[config.mk]
export PLATFORM = sky130hd
export DESIGN_NAME = vdec_top
export DESIGN_NICKNAME = d
export VERILOG_FILES = /design/src/verilog/vinstr_pkg.sv /design/src/verilog/vctrl_pkg.sv /design/src/verilog/vctrl_gen.sv /design/src/verilog/vdec_credit.sv /design/src/verilog/vdec_top.sv /design/src/verilog/vop_decoder.sv
export VERILOG_INCLUDE_DIRS = /design/src /design/src/verilog
export SDC_FILE = /design/constraint.sdc
export NUM_CORES = 1
export LEC_CHECK = 0
export BUFFER_PORTS_ARGS = -buffer_cell sky130_fd_sc_hd__buf_4
export CAP_MARGIN = 20
export CORE_ASPECT_RATIO = 1.5
export CORE_MARGIN = 2
export CORE_UTILIZATION = 55
export CTS_CLUSTER_SIZE = 10
export DETAILED_ROUTE_END_ITERATION = 10
export GPL_TIMING_DRIVEN = 0
export PLACE_DENSITY = 0.83
export RECOVER_POWER = 50
export SLEW_MARGIN = 20
export SYNTH_ARGS = -nofsm -noshare
export SYNTH_HDL_FRONTEND = slang
export SYNTH_SLANG_ARGS = --single-unit
[constraint.sdc]
create_clock -name CLK -period 4.2 [get_ports CLK]
set_input_delay 0.21 -clock CLK [delete_from_list [all_inputs] [get_ports CLK]]
set_output_delay 0.21 -clock CLK [all_outputs]
set_load 0.05 [all_outputs]
[src/verilog/vdec_cfg.svh]
// vector decode configuration
// widths and the issue-queue credit depth shared by the decode pipeline

`ifndef VDEC_CFG_SVH
`define VDEC_CFG_SVH

// instruction word width
`define VDEC_XLEN 32

// register index and imm5 width
`define VDEC_REG_W 5

// issue-queue slots available to the decoder
`define VDEC_CREDITS 4

// credit counter width that must hold VDEC_CREDITS
`define VDEC_CREDIT_W 3

`endif

[src/verilog/vinstr_pkg.sv]
// vector instruction encoding types
// raw instruction word, register index, opcode and function
// fields of the OPI / config subset of the vector extension

package vinstr_pkg;

`include "vdec_cfg.svh"

  typedef logic [`VDEC_XLEN-1:0]  instr_t;
  typedef logic [`VDEC_REG_W-1:0] reg_idx_t;

  // only the vector major opcodes get names
  typedef enum logic [6:0] {
    VECTOR  = 7'b1010111,
    LOAD_FP = 7'b0000111
  } opcode_t;

  typedef enum logic [2:0] {
    OPIVV = 3'b000,
    OPFVV = 3'b001,
    OPMVV = 3'b010,
    OPIVI = 3'b011,
    OPIVX = 3'b100,
    OPFVF = 3'b101,
    OPMVX = 3'b110,
    OPCFG = 3'b111
  } vfunct3_t;

  // funct6 codes of the supported OPI operations
  typedef enum logic [5:0] {
    VADD   = 6'b000000,
    VSUB   = 6'b000010,
    VRSUB  = 6'b000011,
    VMINU  = 6'b000100,
    VMIN   = 6'b000101,
    VMAXU  = 6'b000110,
    VMAX   = 6'b000111,
    VAND   = 6'b001001,
    VOR    = 6'b001010,
    VXOR   = 6'b001011,
    VMSEQ  = 6'b011000,
    VMSNE  = 6'b011001,
    VMSLTU = 6'b011010,
    VMSLT  = 6'b011011,
    VMSLEU = 6'b011100,
    VMSLE  = 6'b011101,
    VMSGTU = 6'b011110,
    VMSGT  = 6'b011111,
    VSLL   = 6'b100101,
    VSRL   = 6'b101000,
    VSRA   = 6'b101001
  } vopi_t;

  // arithmetic format with the msb first
  typedef struct packed {
    vopi_t    funct6;
    logic     vm;
    reg_idx_t vs2;
    reg_idx_t vs1;
    vfunct3_t funct3;
    reg_idx_t vd;
    opcode_t  opcode;
  } vinstr_s;

endpackage

[src/verilog/vctrl_pkg.sv]
// vector decode result types
// decoded operation, config form, operand kind, ALU selects and
// the packed bundles passed between and out of the decode stages

package vctrl_pkg;

  import vinstr_pkg::*;

  typedef enum logic [4:0] {
    OP_VADD, OP_VSUB, OP_VRSUB, OP_VMINU, OP_VMIN, OP_VMAXU, OP_VMAX,
    OP_VAND, OP_VOR, OP_VXOR,
    OP_VMSEQ, OP_VMSNE, OP_VMSLTU, OP_VMSLT, OP_VMSLEU, OP_VMSLE,
    OP_VMSGTU, OP_VMSGT,
    OP_VSLL, OP_VSRL, OP_VSRA,
    BAD_OP = 5'h1f
  } vop_t;

  typedef enum logic [1:0] {NOT_CFG, VSETVLI, VSETIVLI, VSETVL} cfgsel_t;

  // source of the rs1 operand
  typedef enum logic [1:0] {V, X, I} rs1_kind_t;

  // ALU function of the execution unit
  typedef enum logic [3:0] {
    ADD, SUB, AND, OR, XOR, COMP, MM, SLL, SRL, SRA
  } aluop_t;

  typedef enum logic [2:0] {
    VSEQ, VSNE, VSLTU, VSLT, VSLEU, VSLE, VSGTU, VSGT
  } comp_t;

  typedef enum logic [1:0] {MIN, MINU, MAX, MAXU} minmax_t;

  // stage 1 result
  typedef struct packed {
    vop_t      op;
    cfgsel_t   cfgsel;
    logic      illegal;
    rs1_kind_t rs1_kind;
    logic      vm;
    reg_idx_t  vd;
    reg_idx_t  vs1;
    reg_idx_t  vs2;
  } dec_s;

  // bundle sent to the issue queue
  typedef struct packed {
    logic      illegal;
    cfgsel_t   cfgsel;
    aluop_t    aluop;
    comp_t     comp;
    minmax_t   minmax;
    logic      is_signed;
    rs1_kind_t rs1_kind;
    logic      sign_extend;
    logic      single_bit_op;
    logic      rev;
    logic      vm;
    logic      vwen;
    logic      rd_scalar;
    reg_idx_t  vd;
    reg_idx_t  vs1;
    reg_idx_t  vs2;
  } vctrl_s;

endpackage

[src/verilog/vctrl_gen.sv]
`timescale 1ns/1ps

// vector decode stage 2
// turns the decoded operation into ALU selects, sign handling and
// write enables, and registers the bundle for the issue queue

module vctrl_gen import vctrl_pkg::*; (
  input  logic   CLK,
  input  logic   arst_n,
  input  logic   dec_valid,
  input  dec_s   dec,
  output logic   ctrl_valid,
  output vctrl_s ctrl
);

  aluop_t  aluop;
  comp_t   comp;
  minmax_t minmax;
  logic    is_signed;
  logic    is_shift;
  logic    is_compare;
  vctrl_s  ctrl_next;

  // BAD_OP falls to the defaults so illegal and config get ADD
  always_comb begin
    case (dec.op)
      OP_VADD:                         aluop = ADD;
      OP_VSUB, OP_VRSUB:               aluop = SUB;
      OP_VAND:                         aluop = AND;
      OP_VOR:                          aluop = OR;
      OP_VXOR:                         aluop = XOR;
      OP_VMSEQ, OP_VMSNE, OP_VMSLTU, OP_VMSLT,
      OP_VMSLEU, OP_VMSLE, OP_VMSGTU, OP_VMSGT: aluop = COMP;
      OP_VMINU, OP_VMIN, OP_VMAXU, OP_VMAX:     aluop = MM;
      OP_VSLL:                         aluop = SLL;
      OP_VSRL:                         aluop = SRL;
      OP_VSRA:                         aluop = SRA;
      default:                         aluop = ADD;
    endcase
  end

  always_comb begin
    case (dec.op)
      OP_VMSNE:  comp = VSNE;
      OP_VMSLTU: comp = VSLTU;
      OP_VMSLT:  comp = VSLT;
      OP_VMSLEU: comp = VSLEU;
      OP_VMSLE:  comp = VSLE;
      OP_VMSGTU: comp = VSGTU;
      OP_VMSGT:  comp = VSGT;
      default:   comp = VSEQ;
    endcase
  end

  always_comb begin
    case (dec.op)
      OP_VMINU: minmax = MINU;
      OP_VMAX:  minmax = MAX;
      OP_VMAXU: minmax = MAXU;
      default:  minmax = MIN;
    endcase
  end

  // one bit is enough without the multiply mixed-sign forms
  always_comb begin
    case (dec.op)
      OP_VADD, OP_VSUB, OP_VRSUB, OP_VMIN, OP_VMAX,
      OP_VMSEQ, OP_VMSNE, OP_VMSLT, OP_VMSLE, OP_VMSGT: is_signed = 1'b1;
      default: is_signed = 1'b0;
    endcase
  end

  assign is_shift   = (dec.op == OP_VSLL) || (dec.op == OP_VSRL) || (dec.op == OP_VSRA);
  assign is_compare = (aluop == COMP);

  always_comb begin
    ctrl_next               = '0;
    ctrl_next.illegal       = dec.illegal;
    ctrl_next.cfgsel        = dec.cfgsel;
    ctrl_next.aluop         = aluop;
    ctrl_next.comp          = comp;
    ctrl_next.minmax        = minmax;
    ctrl_next.is_signed     = is_signed;
    ctrl_next.rs1_kind      = dec.rs1_kind;
    // shift amounts and the vsetivli avl are zero extended
    ctrl_next.sign_extend   = !(is_shift || (dec.cfgsel == VSETIVLI));
    // compares write a mask bit per element
    ctrl_next.single_bit_op = is_compare;
    ctrl_next.rev           = (dec.op == OP_VRSUB);
    ctrl_next.vm            = dec.vm;
    ctrl_next.vwen          = !dec.illegal && (dec.cfgsel == NOT_CFG);
    ctrl_next.rd_scalar     = (dec.cfgsel != NOT_CFG);
    ctrl_next.vd            = dec.vd;
    ctrl_next.vs1           = dec.vs1;
    ctrl_next.vs2           = dec.vs2;
  end

  always_ff @(posedge CLK or negedge arst_n) begin
    if (!arst_n) begin
      ctrl_valid <= 1'b0;
    end else begin
      ctrl_valid <= dec_valid;
    end
  end

  always_ff @(posedge CLK) begin
    if (dec_valid) begin
      ctrl <= ctrl_next;
    end
  end

endmodule

[src/verilog/vdec_credit.sv]
`timescale 1ns/1ps

// decode credit counter
// tracks free issue-queue slots, raises ready while one is free and
// produces the accept strobe for the instruction port

`include "vdec_cfg.svh"

module vdec_credit (
  input  logic CLK,
  input  logic arst_n,
  input  logic instr_valid,
  input  logic credit_return,
  output logic instr_ready,
  output logic accept
);

  localparam logic [`VDEC_CREDIT_W-1:0] MAX_CREDITS = `VDEC_CREDITS;

  logic [`VDEC_CREDIT_W-1:0] credits;

  assign instr_ready = (credits != '0);
  assign accept      = instr_valid && instr_ready;

  // accept and return in one cycle cancel out
  always_ff @(posedge CLK or negedge arst_n) begin
    if (!arst_n) begin
      credits <= MAX_CREDITS;
    end else if (accept && !credit_return) begin
      credits <= credits - 1'b1;
    end else if (!accept && credit_return && (credits != MAX_CREDITS)) begin
      // saturate at the pool size
      credits <= credits + 1'b1;
    end
  end

endmodule

[src/verilog/vdec_top.sv]
`timescale 1ns/1ps

// vector decode pipeline top
// credit-gated instruction port, two registered decode stages and
// the control bundle output toward the issue queue

module vdec_top import vinstr_pkg::*, vctrl_pkg::*; (
  input  logic   CLK,
  input  logic   arst_n,
  input  logic   instr_valid,
  input  instr_t instr,
  output logic   instr_ready,
  output logic   ctrl_valid,
  output vctrl_s ctrl,
  input  logic   credit_return
);

  logic accept;
  logic dec_valid;
  dec_s dec;

  vdec_credit u_credit (
    .CLK           (CLK),
    .arst_n        (arst_n),
    .instr_valid   (instr_valid),
    .credit_return (credit_return),
    .instr_ready   (instr_ready),
    .accept        (accept)
  );

  vop_decoder u_decoder (
    .CLK       (CLK),
    .arst_n    (arst_n),
    .accept    (accept),
    .instr     (instr),
    .dec_valid (dec_valid),
    .dec       (dec)
  );

  vctrl_gen u_ctrl_gen (
    .CLK        (CLK),
    .arst_n     (arst_n),
    .dec_valid  (dec_valid),
    .dec        (dec),
    .ctrl_valid (ctrl_valid),
    .ctrl       (ctrl)
  );

endmodule

[src/verilog/vop_decoder.sv]
`timescale 1ns/1ps

// vector decode stage 1
// splits the instruction, finds the config form and the OPI operation,
// applies the funct3 legality rule and registers the result on accept

module vop_decoder import vinstr_pkg::*, vctrl_pkg::*; (
  input  logic   CLK,
  input  logic   arst_n,
  input  logic   accept,
  input  instr_t instr,
  output logic   dec_valid,
  output dec_s   dec
);

  vinstr_s   fields;
  logic      is_vector;
  logic      ok_vvxi;
  logic      ok_vvx;
  logic      ok_xi;
  vop_t      op;
  cfgsel_t   cfgsel;
  rs1_kind_t rs1_kind;
  logic      illegal;
  dec_s      dec_next;

  assign fields    = vinstr_s'(instr);
  assign is_vector = (fields.opcode == VECTOR);

  // funct3 groups an OPI operation may be legal with
  assign ok_vvxi = is_vector && ((fields.funct3 == OPIVV) || (fields.funct3 == OPIVX) ||
                                 (fields.funct3 == OPIVI));
  assign ok_vvx  = is_vector && ((fields.funct3 == OPIVV) || (fields.funct3 == OPIVX));
  assign ok_xi   = is_vector && ((fields.funct3 == OPIVX) || (fields.funct3 == OPIVI));

  // config form from the top two bits
  always_comb begin
    cfgsel = NOT_CFG;
    if (is_vector && (fields.funct3 == OPCFG)) begin
      if (!instr[31]) begin
        cfgsel = VSETVLI;
      end else if (instr[30]) begin
        cfgsel = VSETIVLI;
      end else begin
        cfgsel = VSETVL;
      end
    end
  end

  // OPM / OPF never match since the ok flags need an OPI funct3
  always_comb begin
    op = BAD_OP;
    case (fields.funct6)
      VADD:   if (ok_vvxi) op = OP_VADD;
      VSUB:   if (ok_vvx)  op = OP_VSUB;
      VRSUB:  if (ok_xi)   op = OP_VRSUB;
      VMINU:  if (ok_vvx)  op = OP_VMINU;
      VMIN:   if (ok_vvx)  op = OP_VMIN;
      VMAXU:  if (ok_vvx)  op = OP_VMAXU;
      VMAX:   if (ok_vvx)  op = OP_VMAX;
      VAND:   if (ok_vvxi) op = OP_VAND;
      VOR:    if (ok_vvxi) op = OP_VOR;
      VXOR:   if (ok_vvxi) op = OP_VXOR;
      VMSEQ:  if (ok_vvxi) op = OP_VMSEQ;
      VMSNE:  if (ok_vvxi) op = OP_VMSNE;
      VMSLTU: if (ok_vvx)  op = OP_VMSLTU;
      VMSLT:  if (ok_vvx)  op = OP_VMSLT;
      VMSLEU: if (ok_vvxi) op = OP_VMSLEU;
      VMSLE:  if (ok_vvxi) op = OP_VMSLE;
      VMSGTU: if (ok_xi)   op = OP_VMSGTU;
      VMSGT:  if (ok_xi)   op = OP_VMSGT;
      VSLL:   if (ok_vvxi) op = OP_VSLL;
      VSRL:   if (ok_vvxi) op = OP_VSRL;
      VSRA:   if (ok_vvxi) op = OP_VSRA;
      default: op = BAD_OP;
    endcase
  end

  // config instructions are always legal
  assign illegal = !is_vector || ((cfgsel == NOT_CFG) && (op == BAD_OP));

  always_comb begin
    rs1_kind = V;
    if ((is_vector && (fields.funct3 == OPIVX)) || (cfgsel == VSETVLI) ||
        (cfgsel == VSETVL)) begin
      rs1_kind = X;
    end else if ((is_vector && (fields.funct3 == OPIVI)) || (cfgsel == VSETIVLI)) begin
      rs1_kind = I;
    end
  end

  always_comb begin
    dec_next          = '0;
    dec_next.op       = op;
    dec_next.cfgsel   = cfgsel;
    dec_next.illegal  = illegal;
    dec_next.rs1_kind = rs1_kind;
    dec_next.vm       = fields.vm;
    dec_next.vd       = fields.vd;
    dec_next.vs1      = fields.vs1;
    dec_next.vs2      = fields.vs2;
  end

  always_ff @(posedge CLK or negedge arst_n) begin
    if (!arst_n) begin
      dec_valid <= 1'b0;
    end else begin
      dec_valid <= accept;
    end
  end

  // payload only moves on an accepted instruction
  always_ff @(posedge CLK) begin
    if (accept) begin
      dec <= dec_next;
    end
  end

endmodule
==> results of run 1 <==
==> stage by stage <==
stage	setup WS [ns]	instance area [µm²]	instances
finish	1.02	4250	455
detailed placement	0.730	4180	438
floorplan	0.928	3560	296
global route	0.805	4250	455
global placement	0.805	4160	437
CTS	1.09	4410	455
==> routing by layer <==
metal | global-route usage | routed length (µm)
met5 | 0 | 0
met4 | 0.126 | 285
met3 | 0.0420 | 425
met2 | 0.488 | 4660
met1 | 0.231 | 2940
==> kinds of logic after synthesis <==
group                    Yosys count  synth area share
AND/OR/NAND/NOR                  103             0.166
flip-flops                        71             0.580
AO/OA/AOI/OAI                     69             0.152
buffers and inverters             34            0.0397
multiplexers                       7            0.0239
XOR/XNOR                           6            0.0147
adder cells (fa/ha/maj)            6            0.0232
==> layout make-up <==
| type | count | area, µm² | share of cell area |
|---|---|---|---|
| multi-input cells | 191 | 1340 | 0.314 |
| plain buffers | 19 | 83.8 | 0.0197 |
| well taps | 74 | 92.6 | 0.0218 |
| flip-flops and latches | 71 | 2070 | 0.486 |
| inverters | 15 | 56.3 | 0.0132 |
| clock inverters | 5 | 81.3 | 0.0191 |
| clock buffers | 11 | 141 | 0.0332 |
| repair buffers | 69 | 393 | 0.0924 |
==> Yosys cell counts, drive strengths merged, types with 5 or more instances <==
library cell  count
nand2b           11
buf               9
edfxtp           62
clkbuf           10
nor3              8
a21oi             9
o21ai            14
inv              14
ha                5
nand3             9
and3              5
nand2            17
nor2             24
mux2i             5
==> final timing paths <==
path / startpoint / endpoint / cells after the start
worst max-delay path: instr[13] / u_ctrl_gen.aluop[0] / 14
worst min register to register: u_decoder.dec[9] / u_ctrl_gen.ctrl[9] / 0
min in group asynchronous: arst_n / u_decoder.dec_valid / 2
worst min-delay path: instr[19] / u_decoder.dec[9] / 1
max in group asynchronous: arst_n / u_credit.credits[2] / 2
worst max register to register: u_credit.credits[1] / u_credit.credits[1] / 8
==> flip-flops by register name, indices dropped and copies added, names as in the netlist <==
signal,flops
u_decoder.dec,26
u_credit.credits,3
u_decoder.dec_valid,1
u_ctrl_gen.ctrl,36
u_ctrl_gen.aluop,4
u_ctrl_gen.ctrl_valid,1
==> power groups by stage <==
| stage | combinational (mW) | sequential (mW) | clock [mW] |
|---|---|---|---|
| after CTS | 0.771 | 1.05 | 0.594 |
| after floorplan | 0.286 | 1.29 | 0 |
| after global placement | 0.726 | 1.05 | 0 |
| final | 0.709 | 1.05 | 0.586 |
| after detailed placement | 0.769 | 1.06 | 0 |
| after global routing | 0.759 | 1.07 | 0.619 |
==> worst max-delay path, delay by kind of cell <==
kind	cells	cell delay (ns)
adders and majority gates	1	0.25
AOI/OAI and AO/OA	6	1.95
and+or+nand+nor	4	0.65
buffers and inverters	3	0.36
==> timing repair <==
action | in CTS | in global routing
hold buffers | 1 | 0
resized for setup | 0 | 0
hold endpoints to repair | 5 | 0
==> impl_metrics.csv, run 1 <==
group,metric,value,unit
timing,max_slew_margin,0.0267,
logic_synthesis,async_flop_share,0.0704,
worst_setup_path,cpPeakStageDelay,0.74,ns
logic_synthesis,synth.area.top_cells,"edfxtp_1 (52%), dfrtp_1 (2.8%), nor2_1 (2.5%), dfxtp_1 (2.2%), nand2b_1 (1.9%)",
logic_synthesis,synth_fp_nets,338,
logic_synthesis,yosys.area.top_type,"edfxtp_1",
timing,rsz0062_at_grt,"no",
power,ir_worst_vdd,0.238,mV
timing,fmax,314,MHz
drt,drt-initial-drc-count,172,
cts,cts_tree,"done",
timing,setup_viol,0,
die,die_x,69.7,µm
worst_setup_path,critical_path_arrival,3.42,ns
worst_setup_path,critPathKind,"input pin to flop",
timing,drv_slew,0,
layout,final_cell_mix,"edfxtp_1 (62), clkbuf_1 (48), nor2_1 (24)",
job,max_cap_viol_count,0,
logic_synthesis,synth_cell_types,73,
logic_synthesis,ys_warn_count,0,
power,power,2.34,mW
power,switchingPower,0.854,mW
cts,cts_buffers,9,
global_routing,grt_pass1_wl,13300,µm
die,die-area,7150,µm²
die,boundaryPins,74,
place,io_buffers,67,
die,die_h,103,µm
layout,area_growth,19.4,%
logic_synthesis,netlist_instances,296,
worst_setup_path,worstSetupEndpointType,"flop",
timing,fin_crit,3.18,ns
place,gp_congestion,0.923,
cts,cts_root_buf,"clkbuf_8",
logic_synthesis,synth_edf_count,62,
global_routing,grt_antenna_before_repair,0,
drt,via_per_inst,5.93,
layout,fill_cells,488,
worst_setup_path,critical_path.cell_chain,"buf_4 -> or2_1 -> buf_6 -> a211oi_4 -> a31o_1 -> o22ai_1 -> a2111oi_0 -> nand2_1 -> nor2_1 -> o21ai_0 -> ha_1 -> inv_1 -> nor2_1 -> o32ai_2",
global_routing,gr-total-overflow,0,
drt,routedWlPerCell,18.3,µm
drt,drc,0,
timing,period_share,0.758,
power,pwr-share-clk,0.250,
cts,h-tree-depth,3,
drt,drtAntennaViolNets,0,
die,initial_core_util,0.573,
cts,cts_setup_buffers,0,
place,dpl.hpwl,6270,µm
logic_synthesis,syn_area,3560,µm²
timing,final_hold_viol_count,0,
logic_synthesis,ys_seq_area_frac,0.580,
timing,timing.hold.ws,0.0699,ns
power,p_seq_frac,0.448,
drt,first_pass_iters,4,
timing,fin_skew,0.00526,ns
die,rows,35,
logic_synthesis,syn_area_per_cell,12.0,µm²
power,p_sw_frac,0.364,
cts,worstSkewPairLatency,0.33,ns
layout,nets,418,
cts,clk_pin_slew_worst_paths,0.07,ns
logic_synthesis,ys_ff_latch,71,
timing,worst_pin_slew,1.46,ns
worst_setup_path,reg2reg_slack,1.33,ns
timing,setup-tns-final,0,ns
worst_setup_path,critPathRequiredTime,4.44,ns
worst_setup_path,slowest_stage,"a2111oi_0",
logic_synthesis,synthFlopType,"edfxtp_1",
global_routing,grt_pass1_vias,2763,
worst_setup_path,crit_top_cell,"nor2_1",
outcome,status,"finished, final reports clean",
drt,totalWireLength,8310,µm
power,internal-power,1.49,mW
logic_synthesis,yosys.area.top_type_share,0.522,
drt,num_vias,2699,
cts,clock-sinks,71,
global_routing,grt_max_degree,38,
worst_setup_path,start_kind,"input pin",
die,coreArea,6220,µm²
layout,final_common_cell,"edfxtp_1",
worst_hold_path,hold_path.class,"input pin to flop",
power,power-per-cell-area,551,nW/µm²
layout,layout-drive-gt1-share,0.181,
layout,post-route-util,0.684,
layout,antenna_cells,0,
worst_setup_path,cp_max_fo,9,
power,combPwrFrac,0.303,
cts,cts.path.max_buffers,2,
power,p_leak,1.54,nW
global_routing,gr-usage-all-layers,0.242,
No activity file was read; power rests on OpenSTA's default activity.
==> run 2, diff against run 1 <==
- ABC_AREA: unset -> 1
- clock period: 4.2 -> 3.2 ns (I/O delays scaled with it)
==> impl_metrics.csv, run 2 <==
group,metric,value,unit
cts,cts_tree,"done",
logic_synthesis,syn_area,3530,µm²
logic_synthesis,synthFlopType,"edfxtp_1",
timing,worst_pin_slew,1.46,ns
layout,layoutNonFillerInstCount,550,
timing,max_slew_margin,0.0284,
die,die-area,7090,µm²
layout,fill_cells,472,
cts,cts_buffers,9,
drt,num_vias,2994,
cts,worstSkewPairLatency,0.36,ns
logic_synthesis,async_flop_share,0.0704,
power,ir_worst_vdd,0.335,mV
power,power-per-cell-area,683,nW/µm²
die,die_h,102,µm
global_routing,gr-total-overflow,0,
logic_synthesis,ys_ff_latch,71,
die,boundaryPins,74,
layout,post-route-util,0.720,
timing,drv_slew,0,
die,rows,35,
logic_synthesis,synth_cell_types,32,
layout,antenna_cells,0,
worst_setup_path,r2r_cells,13,
worst_setup_path,reg2reg_slack,0.39,ns
worst_setup_path,worstSetupEndpointType,"flop",
outcome,status,"finished, final reports clean",
logic_synthesis,yosys.area.top_type,"edfxtp_1",
logic_synthesis,yosysMostFrequentCell,"nand2_1",
layout,final_common_cell,"nand2_1",
layout,nets,513,
global_routing,grt_antenna_before_repair,0,
worst_setup_path,critPathRequiredTime,3.45,ns
worst_setup_path,critPathKind,"flop to flop",
place,dpl.hpwl,5940,µm
cts,clock-sinks,71,
drt,drtAntennaViolNets,0,
global_routing,grt_pass1_vias,3003,
worst_setup_path,timing.rr.end,"u_ctrl_gen.aluop[1]",
power,p_leak,2.11,nW
logic_synthesis,syn_area_per_cell,9.55,µm²
layout,final_area,4450,µm²
cts,clk_pin_slew_worst_paths,0.09,ns
drt,drc,0,
cts,cts_setup_buffers,0,
worst_hold_path,hold_path.class,"input pin to asynchronous set/reset pin",
timing,final_hold_viol_count,0,
layout,regMostFlops,"u_ctrl_gen.ctrl",
layout,final_cell_mix,"nand2_1 (97), edfxtp_1 (62), inv_1 (46)",
cts,cts.path.max_buffers,2,
die,die_x,69.4,µm
logic_synthesis,synth.area.top_cells,"edfxtp_1 (53%), nand2_1 (10%), nand3_1 (5.5%), inv_1 (4.9%), nor2_1 (3.6%)",
timing,setup_viol,0,
drt,first_pass_iters,5,
die,initial_core_util,0.572,
place,pre_cts_ws,-0.286,ns
timing,fmax,356,MHz
timing,fin_crit,2.81,ns
layout,largest_register_ffs,36,
timing,setup_slack,0.393,ns
logic_synthesis,netlist_instances,370,
die,coreArea,6170,µm²
drt,totalWireLength,8960,µm
place,gp_congestion,0.889,
drt,routedWlPerCell,16.3,µm
worst_setup_path,worst_r2r_startpoint,"u_credit.credits[1]",
cts,cts_root_buf,"clkbuf_8",
place,placed_cells,517,
job,max_cap_viol_count,0,
worst_setup_path,cp_max_fo,34,
timing,fin_skew,0.0144,ns
logic_synthesis,synth_common_cells,"nand2_1 (97), edfxtp_1 (62), inv_1 (46)",
power,power,3.04,mW
logic_synthesis,ys_warn_count,0,
timing,timing.hold.ws,0.206,ns
drt,drt-initial-drc-count,222,
global_routing,gr-usage-all-layers,0.266,
cts,h-tree-depth,3,
timing,rsz0062_at_grt,"no",
timing,setup-tns-final,0,ns
worst_setup_path,start_kind,"flop",
logic_synthesis,synth_fp_nets,412,
drt,via_per_inst,5.44,
place,place_area,4180,µm²
logic_synthesis,ys_seq_area_frac,0.585,
global_routing,grt_pass1_wl,14300,µm
place,io_buffers,73,
layout,area_growth,25.9,%
logic_synthesis,synth_edf_count,62,
layout,layout-drive-gt1-share,0.183,
global_routing,grt_max_degree,38,
logic_synthesis,yosys.area.top_type_share,0.527,
worst_setup_path,critical_path_arrival,3.06,ns
timing,period_share,0.877,
==> run 2: cell count changes in the layout (fill, tap and decap cells not counted), sizes merged, moves of 11 or more <==
cell,change
clkbuf,-12
dlygate4sd3,+16
inv,+35
nand2,+86
nand2b,-11
nand3,+38
nor2,+22
==> run 2: worst max-delay path by stage <==
stage                   startpoint  depth (start not counted)                  end
2_1_floorplan  u_credit.credits[1]                         12  u_ctrl_gen.aluop[0]
3_3_place_gp   u_credit.credits[1]                         13  u_ctrl_gen.aluop[1]
3_5_place_dp   u_credit.credits[1]                         12  u_ctrl_gen.aluop[0]
4_1_cts        u_credit.credits[1]                         12  u_ctrl_gen.aluop[0]
5_1_grt                   instr[5]                         18  u_ctrl_gen.aluop[1]
6_report       u_credit.credits[1]                         13  u_ctrl_gen.aluop[1]
==> run 2: layer usage <==
layer	vias to the layer above	global-route usage	part of all wire	wire length, µm
met2	156	0.514	0.55	4900
met1	1366	0.268	0.34	3030
li1	1436	-	-	-
met5	-	0	0	0
met4	0	0.169	0.049	437
met3	36	0.0345	0.067	596
==> run 2: cell families (layout without fill, tap and decap cells) <==
| kind of cell | count (synthesis) | count (layout) | synth area share |
|---|---|---|---|
| fa+ha+maj | 6 | 6 | 0.0234 |
| xor+xnor | 2 | 2 | 0.00496 |
| compound gates | 30 | 30 | 0.0464 |
| simple gates | 210 | 210 | 0.286 |
| flops | 71 | 71 | 0.585 |
| buf+inv | 51 | 157 | 0.0542 |
==> run 2: critical path: stages, from the launching register on <==
cell      delay, ns
dfrtp_1        0.41
nor2_1         0.14
nand2_1        0.10
nand2_1        0.28
clkinv_2       0.53
o21ai_1        0.52
inv_1          0.13
ha_1           0.22
inv_1          0.07
a21oi_1        0.05
nand2_1        0.09
nand2_1        0.05
nand2_1        0.05
nand2_1        0.04
==> run 2: timing repair <==
action	CTS	global route
setup endpoints to repair	4	4
hold endpoints to repair	21	0
resized for setup	1	1
hold buffers	17	0
cloned	0	0
==> run 2: final cells by class <==
cell class              instances  area, µm²  area share
flip-flops and latches         71       2070       0.465
multi-input cells             248       1270       0.285
repair buffers                 90        583       0.131
inverters                      50        189      0.0425
clock buffers                   9        124      0.0278
clock inverters                 7        121      0.0273
well taps                      74       92.6      0.0208
plain buffers                   1       3.75    0.000844
==> run 2: where the power goes <==
group | switching (mW) | internal, mW | leakage (nW)
clock | 0.359 | 0.520 | 0.123
sequential | 0.113 | 1.23 | 0.691
combinational | 0.621 | 0.192 | 1.30
